## src/int_arith_pkg.sv

```systemverilog
// Integer arithmetic coprocessor shared definitions.
// Widths, operation codes and the result payloads carried on the unit buses.

package int_arith_pkg;

  // ----------------------------------------------------------
  // Sizes.
  parameter int WIDTH       = 32; // Operand and result word.
  parameter int MUL_LATENCY = 3;  // Multiplier core depth in cycles.

  typedef logic [WIDTH-1:0]   word_t;
  typedef logic [2*WIDTH-1:0] dword_t; // Full product.

  // ----------------------------------------------------------
  // Operation codes as seen by the host.
  typedef enum logic [2:0] {
    OP_ADD      = 3'd0,
    OP_MUL_LO   = 3'd1, // Low word, sign does not matter.
    OP_MUL_HI_U = 3'd2,
    OP_MUL_HI_S = 3'd3,
    OP_DIV_U    = 3'd4,
    OP_DIV_S    = 3'd5,
    OP_REM_U    = 3'd6,
    OP_REM_S    = 3'd7
  } op_e;

  // Adder answer.
  typedef struct packed {
    word_t sum;
    logic  carry;    // Unsigned carry out.
    logic  overflow; // Signed overflow.
  } add_res_t;

  // Divider answer, both halves at once.
  typedef struct packed {
    word_t quotient;
    word_t remainder;
    logic  div_zero;
  } divmod_res_t;

endpackage

```

## src/op_if.sv

```systemverilog
// Request/done bus between the sequencer and one arithmetic unit.
// req pulses for one cycle with a and b valid; done pulses with result valid.
// The result type differs per unit, hence the type parameter.

interface op_if #(
  parameter type result_t = int_arith_pkg::word_t
);

  logic                 req;    // One-cycle launch pulse.
  int_arith_pkg::word_t a;      // First operand.
  int_arith_pkg::word_t b;      // Second operand.
  logic                 done;   // One-cycle completion pulse.
  result_t              result; // Valid while done is high.

  // Sequencer side.
  modport host (
    output req, a, b,
    input  done, result
  );

  // Arithmetic unit side.
  modport unit (
    input  req, a, b,
    output done, result
  );

endinterface

```

## src/arith_sequencer.sv

```systemverilog
// Host-facing sequencer.
// Accepts one request while idle, launches the selected unit, then
// registers the chosen answer with ack and the status flags.

module arith_sequencer (
  input  logic                 clk,
  input  logic                 ar,
  input  logic                 req,
  input  int_arith_pkg::op_e   op,
  input  int_arith_pkg::word_t a,
  input  int_arith_pkg::word_t b,
  output logic                 ack,
  output logic                 busy,
  output int_arith_pkg::word_t result,
  output logic                 carry,
  output logic                 overflow,
  output logic                 div_zero,
  op_if.host                   add_bus,
  op_if.host                   mul_bus,
  op_if.host                   div_bus,
  output logic                 mul_signed,
  output logic                 div_signed
);

  localparam int W = int_arith_pkg::WIDTH;

  int_arith_pkg::op_e   op_q;      // Operation in flight.
  logic                 accept;
  logic                 unit_done; // Only one unit can be active.
  logic                 is_div_q;  // Divide or remainder pending.
  int_arith_pkg::word_t sel_word;

  assign accept = req && !busy; // A busy request is dropped here.

  // ----------------------------------------------------------
  // Launch side.
  assign add_bus.req = accept && (op == int_arith_pkg::OP_ADD);
  assign mul_bus.req = accept && (op inside {int_arith_pkg::OP_MUL_LO,
                                             int_arith_pkg::OP_MUL_HI_U,
                                             int_arith_pkg::OP_MUL_HI_S});
  assign div_bus.req = accept && (op inside {int_arith_pkg::OP_DIV_U, int_arith_pkg::OP_DIV_S,
                                             int_arith_pkg::OP_REM_U, int_arith_pkg::OP_REM_S});
  assign add_bus.a = a;
  assign add_bus.b = b;
  assign mul_bus.a = a;
  assign mul_bus.b = b;
  assign div_bus.a = a;
  assign div_bus.b = b;

  assign mul_signed = (op == int_arith_pkg::OP_MUL_HI_S);
  assign div_signed = (op == int_arith_pkg::OP_DIV_S) || (op == int_arith_pkg::OP_REM_S);

  // ----------------------------------------------------------
  // Answer side.
  assign unit_done = add_bus.done || mul_bus.done || div_bus.done;
  assign is_div_q  = op_q inside {int_arith_pkg::OP_DIV_U, int_arith_pkg::OP_DIV_S,
                                  int_arith_pkg::OP_REM_U, int_arith_pkg::OP_REM_S};

  always_comb begin
    unique case (op_q)
      int_arith_pkg::OP_ADD:    sel_word = add_bus.result.sum;
      int_arith_pkg::OP_MUL_LO: sel_word = mul_bus.result[W-1:0];
      int_arith_pkg::OP_MUL_HI_U,
      int_arith_pkg::OP_MUL_HI_S: sel_word = mul_bus.result[2*W-1:W];
      int_arith_pkg::OP_DIV_U,
      int_arith_pkg::OP_DIV_S:  sel_word = div_bus.result.quotient;
      default:                  sel_word = div_bus.result.remainder; // Remainder ops.
    endcase
  end

  always_ff @(posedge clk or posedge ar) begin
    if (ar) begin
      op_q     <= int_arith_pkg::OP_ADD;
      busy     <= 1'b0;
      ack      <= 1'b0;
      result   <= '0;
      carry    <= 1'b0;
      overflow <= 1'b0;
      div_zero <= 1'b0;
    end else begin
      ack <= unit_done; // One cycle behind the unit.
      if (accept) begin
        busy <= 1'b1;
        op_q <= op;
      end else if (ack) begin
        busy <= 1'b0;   // Free from the cycle after ack.
      end
      if (unit_done) begin
        result   <= sel_word;
        carry    <= (op_q == int_arith_pkg::OP_ADD) && add_bus.result.carry;
        overflow <= (op_q == int_arith_pkg::OP_ADD) && add_bus.result.overflow;
        div_zero <= is_div_q && div_bus.result.div_zero;
      end
    end
  end

  // A dropped request launches no unit, so answers come only inside a pending operation.
  a_busy_req_ignored: assert property (@(posedge clk) disable iff (ar)
    unit_done |-> busy && !ack)
    else $error("unit answered outside a pending operation");

  // Each ack closes an accepted operation.
  a_ack_in_busy: assert property (@(posedge clk) disable iff (ar)
    ack |-> busy)
    else $error("ack without a pending operation");

endmodule

```

## src/arith_unit.sv

```systemverilog
// Integer arithmetic coprocessor top level.
// Sequencer plus adder, pipelined multiplier and signed divider.

module arith_unit #(
  parameter int width       = int_arith_pkg::WIDTH,
  parameter int mul_latency = int_arith_pkg::MUL_LATENCY
) (
  input  logic                 clk,
  input  logic                 ar,
  input  logic                 req,
  input  int_arith_pkg::op_e   op,
  input  int_arith_pkg::word_t a,
  input  int_arith_pkg::word_t b,
  output logic                 ack,
  output logic                 busy,
  output int_arith_pkg::word_t result,
  output logic                 carry,
  output logic                 overflow,
  output logic                 div_zero
);

  logic mul_signed; // Multiplier extension mode.
  logic div_signed; // Divider sign correction on.

  // ----------------------------------------------------------
  // Unit buses.
  op_if #(.result_t(int_arith_pkg::add_res_t))    add_bus ();
  op_if #(.result_t(int_arith_pkg::dword_t))      mul_bus ();
  op_if #(.result_t(int_arith_pkg::divmod_res_t)) div_bus ();

  arith_sequencer i_arith_sequencer (
    .clk       (clk),
    .ar        (ar),
    .req       (req),
    .op        (op),
    .a         (a),
    .b         (b),
    .ack       (ack),
    .busy      (busy),
    .result    (result),
    .carry     (carry),
    .overflow  (overflow),
    .div_zero  (div_zero),
    .add_bus   (add_bus.host),
    .mul_bus   (mul_bus.host),
    .div_bus   (div_bus.host),
    .mul_signed(mul_signed),
    .div_signed(div_signed)
  );

  overflow_adder i_overflow_adder (
    .clk(clk),
    .ar (ar),
    .bus(add_bus.unit)
  );

  pipe_multiplier #(
    .latency(mul_latency)
  ) i_pipe_multiplier (
    .clk      (clk),
    .ar       (ar),
    .is_signed(mul_signed),
    .bus      (mul_bus.unit)
  );

  signed_divmod #(
    .width(width)
  ) i_signed_divmod (
    .clk      (clk),
    .ar       (ar),
    .is_signed(div_signed),
    .bus      (div_bus.unit)
  );

endmodule

```

## src/divmod_core.sv

```systemverilog
// Unsigned variable-latency radix-2 divider.
// Preshift aligns the divisor under the dividend, then one subtract per bit.
// Divisors of zero and one finish in a single cycle.

module divmod_core #(
  parameter int width = int_arith_pkg::WIDTH
) (
  input  logic                 clk,
  input  logic                 ar,
  input  logic                 req,       // Accepted only when idle.
  input  int_arith_pkg::word_t n,         // Dividend.
  input  int_arith_pkg::word_t d,         // Divisor.
  output logic                 done,      // One-cycle end marker.
  output int_arith_pkg::word_t quotient,
  output int_arith_pkg::word_t remainder,
  output logic                 div_zero
);

  typedef enum logic [1:0] {
    PH_IDLE,
    PH_PRESHIFT,
    PH_STEP
  } phase_e;

  phase_e           phase_q;
  logic [width-1:0] dd_q;       // Working divisor.
  logic [width-1:0] nn_q;       // Partial remainder.
  logic [width-1:0] pp_q;       // Quotient position bit.
  logic [width-1:0] rr_q;       // Quotient being built.
  logic             shortcut;   // Divisor zero or one.
  logic             aligned;    // Preshift has gone far enough.

  assign shortcut = (d <= width'(1));
  assign aligned  = dd_q[width-1] || (dd_q >= nn_q);

  // ----------------------------------------------------------
  // Phase control.
  always_ff @(posedge clk or posedge ar) begin
    if (ar) begin
      phase_q  <= PH_IDLE;
      done     <= 1'b0;
      div_zero <= 1'b0;
    end else begin
      done <= 1'b0; // Pulse only.
      unique case (phase_q)
        PH_IDLE: begin
          if (req) begin
            div_zero <= (d == '0);
            if (shortcut) begin
              done <= 1'b1;           // Answer is ready next cycle.
            end else begin
              phase_q <= PH_PRESHIFT;
            end
          end
        end
        PH_PRESHIFT: begin
          if (aligned) phase_q <= PH_STEP;
        end
        PH_STEP: begin
          if (pp_q == width'(1)) begin // Last quotient bit.
            phase_q <= PH_IDLE;
            done    <= 1'b1;
          end
        end
        default: phase_q <= PH_IDLE;
      endcase
    end
  end

  // ----------------------------------------------------------
  // Datapath.
  always_ff @(posedge clk) begin
    unique case (phase_q)
      PH_IDLE: begin
        if (req) begin
          dd_q <= d;
          pp_q <= width'(1);
          // Zero gives all ones, one gives n, else start from zero.
          rr_q <= (d == '0) ? '1 : ((d == width'(1)) ? n : '0);
          nn_q <= (d == width'(1)) ? '0 : n;
        end
      end
      PH_PRESHIFT: begin
        if (!aligned) begin
          dd_q <= dd_q << 1;
          pp_q <= pp_q << 1;
        end
      end
      PH_STEP: begin
        if (nn_q >= dd_q) begin
          rr_q <= rr_q | pp_q;
          nn_q <= nn_q - dd_q;
        end
        dd_q <= dd_q >> 1;
        pp_q <= pp_q >> 1;
      end
      default: ;
    endcase
  end

  assign quotient  = rr_q;
  assign remainder = nn_q;

  // The sequencer must never launch into a running division.
  a_req_when_idle: assert property (@(posedge clk) disable iff (ar)
    req |-> phase_q == PH_IDLE)
    else $error("divider req while not idle");

endmodule

```

## src/overflow_adder.sv

```systemverilog
// Registered adder.
// Sum, unsigned carry and signed overflow appear one cycle after req.

module overflow_adder (
  input  logic clk,
  input  logic ar,
  op_if.unit   bus
);

  int_arith_pkg::word_t          a_q;   // Captured operands.
  int_arith_pkg::word_t          b_q;
  logic                          req_q; // Launch, one cycle late.
  logic [int_arith_pkg::WIDTH:0] wide;  // Sum with carry bit on top.
  int_arith_pkg::add_res_t       res;

  always_ff @(posedge clk or posedge ar) begin
    if (ar) begin
      req_q <= 1'b0;
    end else begin
      req_q <= bus.req;
    end
  end

  // Operands are payload only.
  always_ff @(posedge clk) begin
    if (bus.req) begin
      a_q <= bus.a;
      b_q <= bus.b;
    end
  end

  assign wide = {1'b0, a_q} + {1'b0, b_q};

  always_comb begin
    res.sum      = wide[int_arith_pkg::WIDTH-1:0];
    res.carry    = wide[int_arith_pkg::WIDTH]; // Bit above the word.
    // Same operand signs, different result sign.
    res.overflow = (a_q[int_arith_pkg::WIDTH-1] == b_q[int_arith_pkg::WIDTH-1]) &&
                   (wide[int_arith_pkg::WIDTH-1] != a_q[int_arith_pkg::WIDTH-1]);
  end

  assign bus.done   = req_q;
  assign bus.result = res;

endmodule

```

## src/pipe_multiplier.sv

```systemverilog
// Fully pipelined multiplier, signed or unsigned, double-width product.
// Operands are extended and registered, multiplied, then delayed so that
// the product leaves latency cycles after req. Items may overlap.

module pipe_multiplier #(
  parameter int latency = int_arith_pkg::MUL_LATENCY
) (
  input  logic clk,
  input  logic ar,
  input  logic is_signed, // Valid with req.
  op_if.unit   bus
);

  localparam int W = int_arith_pkg::WIDTH;

  int_arith_pkg::dword_t ext_a_q; // Extended operands, first stage.
  int_arith_pkg::dword_t ext_b_q;
  int_arith_pkg::dword_t prod;    // Low 2W bits are right for either sign.
  logic [latency-1:0]    vld_q;   // Valid bit beside each stage.

  // ----------------------------------------------------------
  // Valid chain.
  always_ff @(posedge clk or posedge ar) begin
    if (ar) begin
      vld_q <= '0;
    end else begin
      vld_q <= (vld_q << 1) | latency'(bus.req); // One stage per cycle.
    end
  end

  // Sign or zero extension happens on the way in.
  always_ff @(posedge clk) begin
    ext_a_q <= is_signed ? {{W{bus.a[W-1]}}, bus.a} : {{W{1'b0}}, bus.a};
    ext_b_q <= is_signed ? {{W{bus.b[W-1]}}, bus.b} : {{W{1'b0}}, bus.b};
  end

  assign prod = ext_a_q * ext_b_q;

  // ----------------------------------------------------------
  // Delay line to the full latency.
  if (latency == 1) begin : g_direct
    assign bus.result = prod;
  end else begin : g_pipe
    int_arith_pkg::dword_t pipe_q [latency-1];
    always_ff @(posedge clk) begin
      pipe_q[0] <= prod;
      for (int i = 1; i < latency - 1; i++) begin
        pipe_q[i] <= pipe_q[i-1]; // Plain shift.
      end
    end
    assign bus.result = pipe_q[latency-2];
  end

  assign bus.done = vld_q[latency-1];

  // Every product leaving the pipe was launched exactly latency cycles before.
  a_done_has_req: assert property (@(posedge clk) disable iff (ar)
    bus.done |-> $past(bus.req, latency))
    else $error("multiplier done without matching req");

endmodule

```

## src/signed_divmod.sv

```systemverilog
// Signed wrapper around the unsigned divider.
// Magnitudes go in; quotient rounds towards zero and the remainder
// follows the dividend's sign. Divide by zero bypasses correction.

module signed_divmod #(
  parameter int width = int_arith_pkg::WIDTH
) (
  input  logic clk,
  input  logic ar,
  input  logic is_signed, // Valid with req.
  op_if.unit   bus
);

  logic [width-1:0]          n_mag;    // Core operands.
  logic [width-1:0]          d_mag;
  logic [width-1:0]          n_orig_q; // Dividend as given.
  logic                      neg_q_q;  // Signs differed.
  logic                      neg_r_q;  // Dividend was negative.
  int_arith_pkg::word_t      core_q;
  int_arith_pkg::word_t      core_r;
  logic                      core_zero;
  int_arith_pkg::divmod_res_t res;

  assign n_mag = (is_signed && bus.a[width-1]) ? -bus.a : bus.a;
  assign d_mag = (is_signed && bus.b[width-1]) ? -bus.b : bus.b;

  // Sign record, control state.
  always_ff @(posedge clk or posedge ar) begin
    if (ar) begin
      neg_q_q <= 1'b0;
      neg_r_q <= 1'b0;
    end else if (bus.req) begin
      neg_q_q <= is_signed && (bus.a[width-1] ^ bus.b[width-1]);
      neg_r_q <= is_signed && bus.a[width-1];
    end
  end

  always_ff @(posedge clk) begin
    if (bus.req) n_orig_q <= bus.a; // For the divide-by-zero answer.
  end

  divmod_core #(
    .width(width)
  ) i_divmod_core (
    .clk      (clk),
    .ar       (ar),
    .req      (bus.req),
    .n        (n_mag),
    .d        (d_mag),
    .done     (bus.done),
    .quotient (core_q),
    .remainder(core_r),
    .div_zero (core_zero)
  );

  always_comb begin
    res.div_zero = core_zero;
    if (core_zero) begin
      res.quotient  = '1;
      res.remainder = n_orig_q;
    end else begin
      res.quotient  = neg_q_q ? -core_q : core_q;
      res.remainder = neg_r_q ? -core_r : core_r; // C rule.
    end
  end

  assign bus.result = res;

endmodule

```

## config.mk

```make
export PLATFORM = sky130hd
export DESIGN_NAME = arith_unit
export DESIGN_NICKNAME = d
export VERILOG_FILES = /design/src/int_arith_pkg.sv /design/src/op_if.sv /design/src/arith_sequencer.sv /design/src/arith_unit.sv /design/src/divmod_core.sv /design/src/overflow_adder.sv /design/src/pipe_multiplier.sv /design/src/signed_divmod.sv
export SDC_FILE = /design/constraint.sdc
export NUM_CORES = 2
export LEC_CHECK = 0
export ABC_CLOCK_PERIOD_IN_PS = 11240
export BUFFER_PORTS_ARGS = -buffer_cell sky130_fd_sc_hd__buf_4
export CAP_MARGIN = 20
export CORE_MARGIN = 2
export CORE_UTILIZATION = 61
export DETAILED_ROUTE_END_ITERATION = 10
export PLACE_DENSITY_LB_ADDON = 0.3
export SLEW_MARGIN = 20
export SYNTH_ARGS = -nofsm -noshare
export SYNTH_HDL_FRONTEND = slang
export SYNTH_HIERARCHICAL = 1
export SYNTH_SLANG_ARGS = --single-unit
```

## constraint.sdc

```tcl
create_clock -name clk -period 11.24 [get_ports clk]
set_input_delay 1.124 -clock clk [delete_from_list [all_inputs] [get_ports clk]]
set_output_delay 1.124 -clock clk [all_outputs]
set_load 0.02 [all_outputs]
```

==> parameters.txt <==
Parameter                              Value

Routing
  Average routed wire per standard cell ... 23.6 microns
  Final WL ... 177,000 microns
  Number of DRC violations after detailed-routing iteration 0 ... 4,172
  Via/cell ratio ... 5.95
  Drt drc ... 0
  DR pass1 iterations ... 5
  Post-route ant nets ... 0
  Vias after detailed routing ... 44,495

Logic synthesis
  Mean post-synth cell area ... 9.79 sq um
  Proportion of synthesized flip-flops having asynchronous set or reset ... 10.7%
  Synthesized netlist cell count ... 6,413
  Count of synthesis-stage warnings from yosys ... 6
  Most used flip-flop cell after synthesis ... sky130_fd_sc_hd__edfxtp_1
  Count of unique library cells instantiated by Yosys ... 95
  Biggest area contributors in the synthesized netlist ... sky130_fd_sc_hd__fa_1 (36%), sky130_fd_sc_hd__edfxtp_1 (11%), sky130_fd_sc_hd__inv_1 (6.9%)
  Total of flip-flops plus latches after synthesis ... 468
  Top-area cell type share of the netlist area ... 35.9%
  Cell type contributing the most total cell area after synthesis ... sky130_fd_sc_hd__fa_1
  Number of flops mapped to enable cells by yosys ... 224
  Netlist area before placement ... 62,800 sq um
  Syn nets ... 7,895
  Sequential area share after synthesis ... 18.9%

Placed design
  Port Buffer Count ... 106
  GPL Wtd Cong ... 0.977
  Placed cell count ... 7,387
  Post-detailed-placement half-perimeter wirelength ... 137,000 microns
  DP Area ... 62,700 sq um

Setup path
  Critical path data required time ... 11,730 ps
  Data arrival time of the critical path ... 9750 ps
  Largest fanout on the critical path ... 33
  Crit path top cell by count ... sky130_fd_sc_hd__fa_1
  Critical Path Max Stage Delay ... 1040 ps
  Critical path launch point ... i_pipe_multiplier/ext_b_q[0]
  Total buffers and inverters traversed by the critical path ... 6
  Category of the most critical setup path ... reg -> reg
  Max stage delay cell, worst path ... sky130_fd_sc_hd__dfxtp_1
  Beginning of the worst register-to-register path ... i_pipe_multiplier/ext_b_q[0]
  Type of destination of the critical path ... flip-flop
  Critical Path Start Type ... flip-flop
  Cell type group with the largest total delay on the critical path ... adder cells

Die
  Total die area ... 106,000 sq um
  Die Ht ... 325 microns
  Count of standard-cell rows ... 117
  Initial Util ... 61.6%
  Horizontal die dimension ... 325 microns
  Placeable Area ... 102,000 sq um
  Count of boundary I/O pins ... 107

Finish
  Synth-to-Final Area Change ... 2.54%
  Final Cell Area ... 64,400 sq um
  Most frequent standard cell in the layout excluding fill and tap cells ... sky130_fd_sc_hd__inv_1
  Filler cell count in the final layout ... 8,205
  Layout Nets ... 7,550
  Most used cells in the layout excluding fill and tap cells ... sky130_fd_sc_hd__inv_1 (1,158), sky130_fd_sc_hd__fa_1 (1,127), sky130_fd_sc_hd__nand2_1 (706)
  Non-filler cells, final ... 7,483
  Area of all sequential standard cells ... 11,900 sq um
  Layout cell share with drive strength beyond 1 ... 7.37%
  Area used by multi-input combinational logic ... 43,400 sq um

GRT
  Global routing usage summed across all routing layers ... 34.1%
  Initial antenna violation count ... 10
  Wire length of the first global-routing pass ... 275,000 microns
  Pin count of the biggest net entering global routing ... 71
  Most used routing layer ... met2
  Met3 track utilization from global routing ... 6.73%
  Global-route congestion overflow total ... 0
  Number of global-route vias before repair ... 47,091
  Global routing met1 resource utilization ... 45.9%
  GR met2 Demand/Resource ... 55.1%

Clocking
  Number of buffers created by CTS ... 47
  Master cell of the clock root buffer ... sky130_fd_sc_hd__clkbuf_16
  Deepest clock path buffer count ... 3
  Number of buffers added for setup after CTS ... 0
  Post-CTS Hold Buffers ... 0
  TritonCTS clock tree ... done
  Clock latency on the worst-skew pair ... 600 ps
  CTS HTree Levels ... 2
  Number of gates resized after cts ... 0
  Clk sinks ... 468
  CTS clk-pin slew, worst paths ... 70 ps

STA
  Transition at the pin with the smallest max-transition slack ... 1140 ps
  Clock tree skew after final layout ... 31.1 ps
  Upper clock frequency limit ... 108 MHz
  Normalized max-slew margin ... 23.4%
  Fin crit period ... 9270 ps
  TNS Setup ... 0 ps
  Setup violations, final ... 0
  Final critical-path share of the clock period ... 82.4%
  RSZ-0062 raised after global routing ... no
  Endpoints failing hold ... 0
  Max-slew violations ... 0

Run status
  Status ... finished, final reports clean

Flow run
  Max-cap viol count ... 0

Min path
  Launch point of the worst hold path ... i_pipe_multiplier/g_pipe.pipe_q[0][20]
  Min-Delay Path Class ... reg -> reg
## state kept, by name, indices dropped and copies added, names as in the netlist, 2 cells and up
name / count
i_pipe_multiplier/g_pipe.pipe_q: 128
i_pipe_multiplier/ext_a_q: 33
i_pipe_multiplier/ext_b_q: 33
i_arith_sequencer/result: 32
i_overflow_adder/a_q: 32
i_overflow_adder/b_q: 32
i_signed_divmod/i_divmod_core/dd_q: 32
i_signed_divmod/i_divmod_core/pp_q: 32
i_signed_divmod/i_divmod_core/quotient: 32
i_signed_divmod/i_divmod_core/remainder: 32
i_signed_divmod/n_orig_q: 32
i_arith_sequencer/op_q: 3
i_pipe_multiplier/vld_q: 3
i_signed_divmod/i_divmod_core/phase_q: 2
## cell usage after synthesis, types with 14 or more instances
library cell	instances
sky130_fd_sc_hd__a21o_1	48
sky130_fd_sc_hd__a21oi_1	178
sky130_fd_sc_hd__a22o_1	38
sky130_fd_sc_hd__a22oi_1	30
sky130_fd_sc_hd__a31oi_1	17
sky130_fd_sc_hd__and2_1	558
sky130_fd_sc_hd__and3_1	20
sky130_fd_sc_hd__buf_2	14
sky130_fd_sc_hd__buf_4	259
sky130_fd_sc_hd__clkbuf_1	284
sky130_fd_sc_hd__dfrtp_1	50
sky130_fd_sc_hd__dfxtp_1	194
sky130_fd_sc_hd__edfxtp_1	224
sky130_fd_sc_hd__fa_1	1127
sky130_fd_sc_hd__ha_1	285
sky130_fd_sc_hd__inv_1	1158
sky130_fd_sc_hd__mux2_2	46
sky130_fd_sc_hd__mux2_4	30
sky130_fd_sc_hd__mux4_2	32
sky130_fd_sc_hd__nand2_1	706
sky130_fd_sc_hd__nand2b_1	28
sky130_fd_sc_hd__nand3_1	39
sky130_fd_sc_hd__nand4_1	41
sky130_fd_sc_hd__nor2_1	129
sky130_fd_sc_hd__nor2b_1	38
sky130_fd_sc_hd__nor3_1	47
sky130_fd_sc_hd__nor4_1	29
sky130_fd_sc_hd__o21a_1	15
sky130_fd_sc_hd__o21ai_0	228
sky130_fd_sc_hd__o21bai_1	22
sky130_fd_sc_hd__o31ai_1	26
sky130_fd_sc_hd__o41ai_1	24
sky130_fd_sc_hd__or3_1	18
sky130_fd_sc_hd__or4_1	14
sky130_fd_sc_hd__xnor2_1	122
sky130_fd_sc_hd__xor2_1	120
## metal layers
metal  vias up  part of all wire (%)  routed length [microns]
met5         -                 0.024                       42
met4         6                   4.4                     7710
met3       429                    10                    17700
met2      2347                    47                    82300
met1     22688                    39                    68900
li1      19025                     -                        -
## logic make-up after synthesis
| family | share of synthesized area (%) |
|---|---|
| buffers and inverters | 12.0 |
| and+or+nand+nor | 13.6 |
| adders and majority gates | 41.6 |
| AOI/OAI and AO/OA | 7.66 |
| DFF | 18.9 |
| xor gates and xnor gates | 3.37 |
| muxes | 2.80 |
## per-stage QoR
step | util, % | worst slack [ps] | hold slack [ps]
6_report | 63.2 | 1970 | 296
3_5_place_dp | 61.6 | 2140 | 312
3_3_place_gp | 61.6 | 2180 | 310
5_1_grt | 63.2 | 1620 | 313
2_1_floorplan | - | 3020 | 310
4_1_cts | 63.2 | 2040 | 294
## layout make-up
class / instances / area share, %
clock buffer: 62 / 2.17
clock inverter: 26 / 0.367
sequential: 468 / 18.5
multi-input combinational: 4211 / 67.5
timing repair buffer: 179 / 2.09
antenna: 8 / 0.0311
inverter: 1161 / 6.77
tap: 1368 / 2.66
## path summary, 6_finish.rpt
kind | endpoint | slack (ps) | cells past startpoint
worst max-delay path | i_pipe_multiplier/g_pipe.pipe_q[0][63] | 1970 | 25
worst min-delay path | i_pipe_multiplier/g_pipe.pipe_q[0][84] | 300 | 0
worst max register to register | i_pipe_multiplier/g_pipe.pipe_q[0][63] | 1970 | 25
worst min register to register | i_pipe_multiplier/g_pipe.pipe_q[0][84] | 300 | 0
max in group asynchronous | i_arith_sequencer/op_q[0] | 10120 | 3
min in group asynchronous | i_overflow_adder/bus.done | 420 | 2
Power is not shown: default switching activity piles up to over one toggle a cycle in this logic, so the estimate is an artifact.
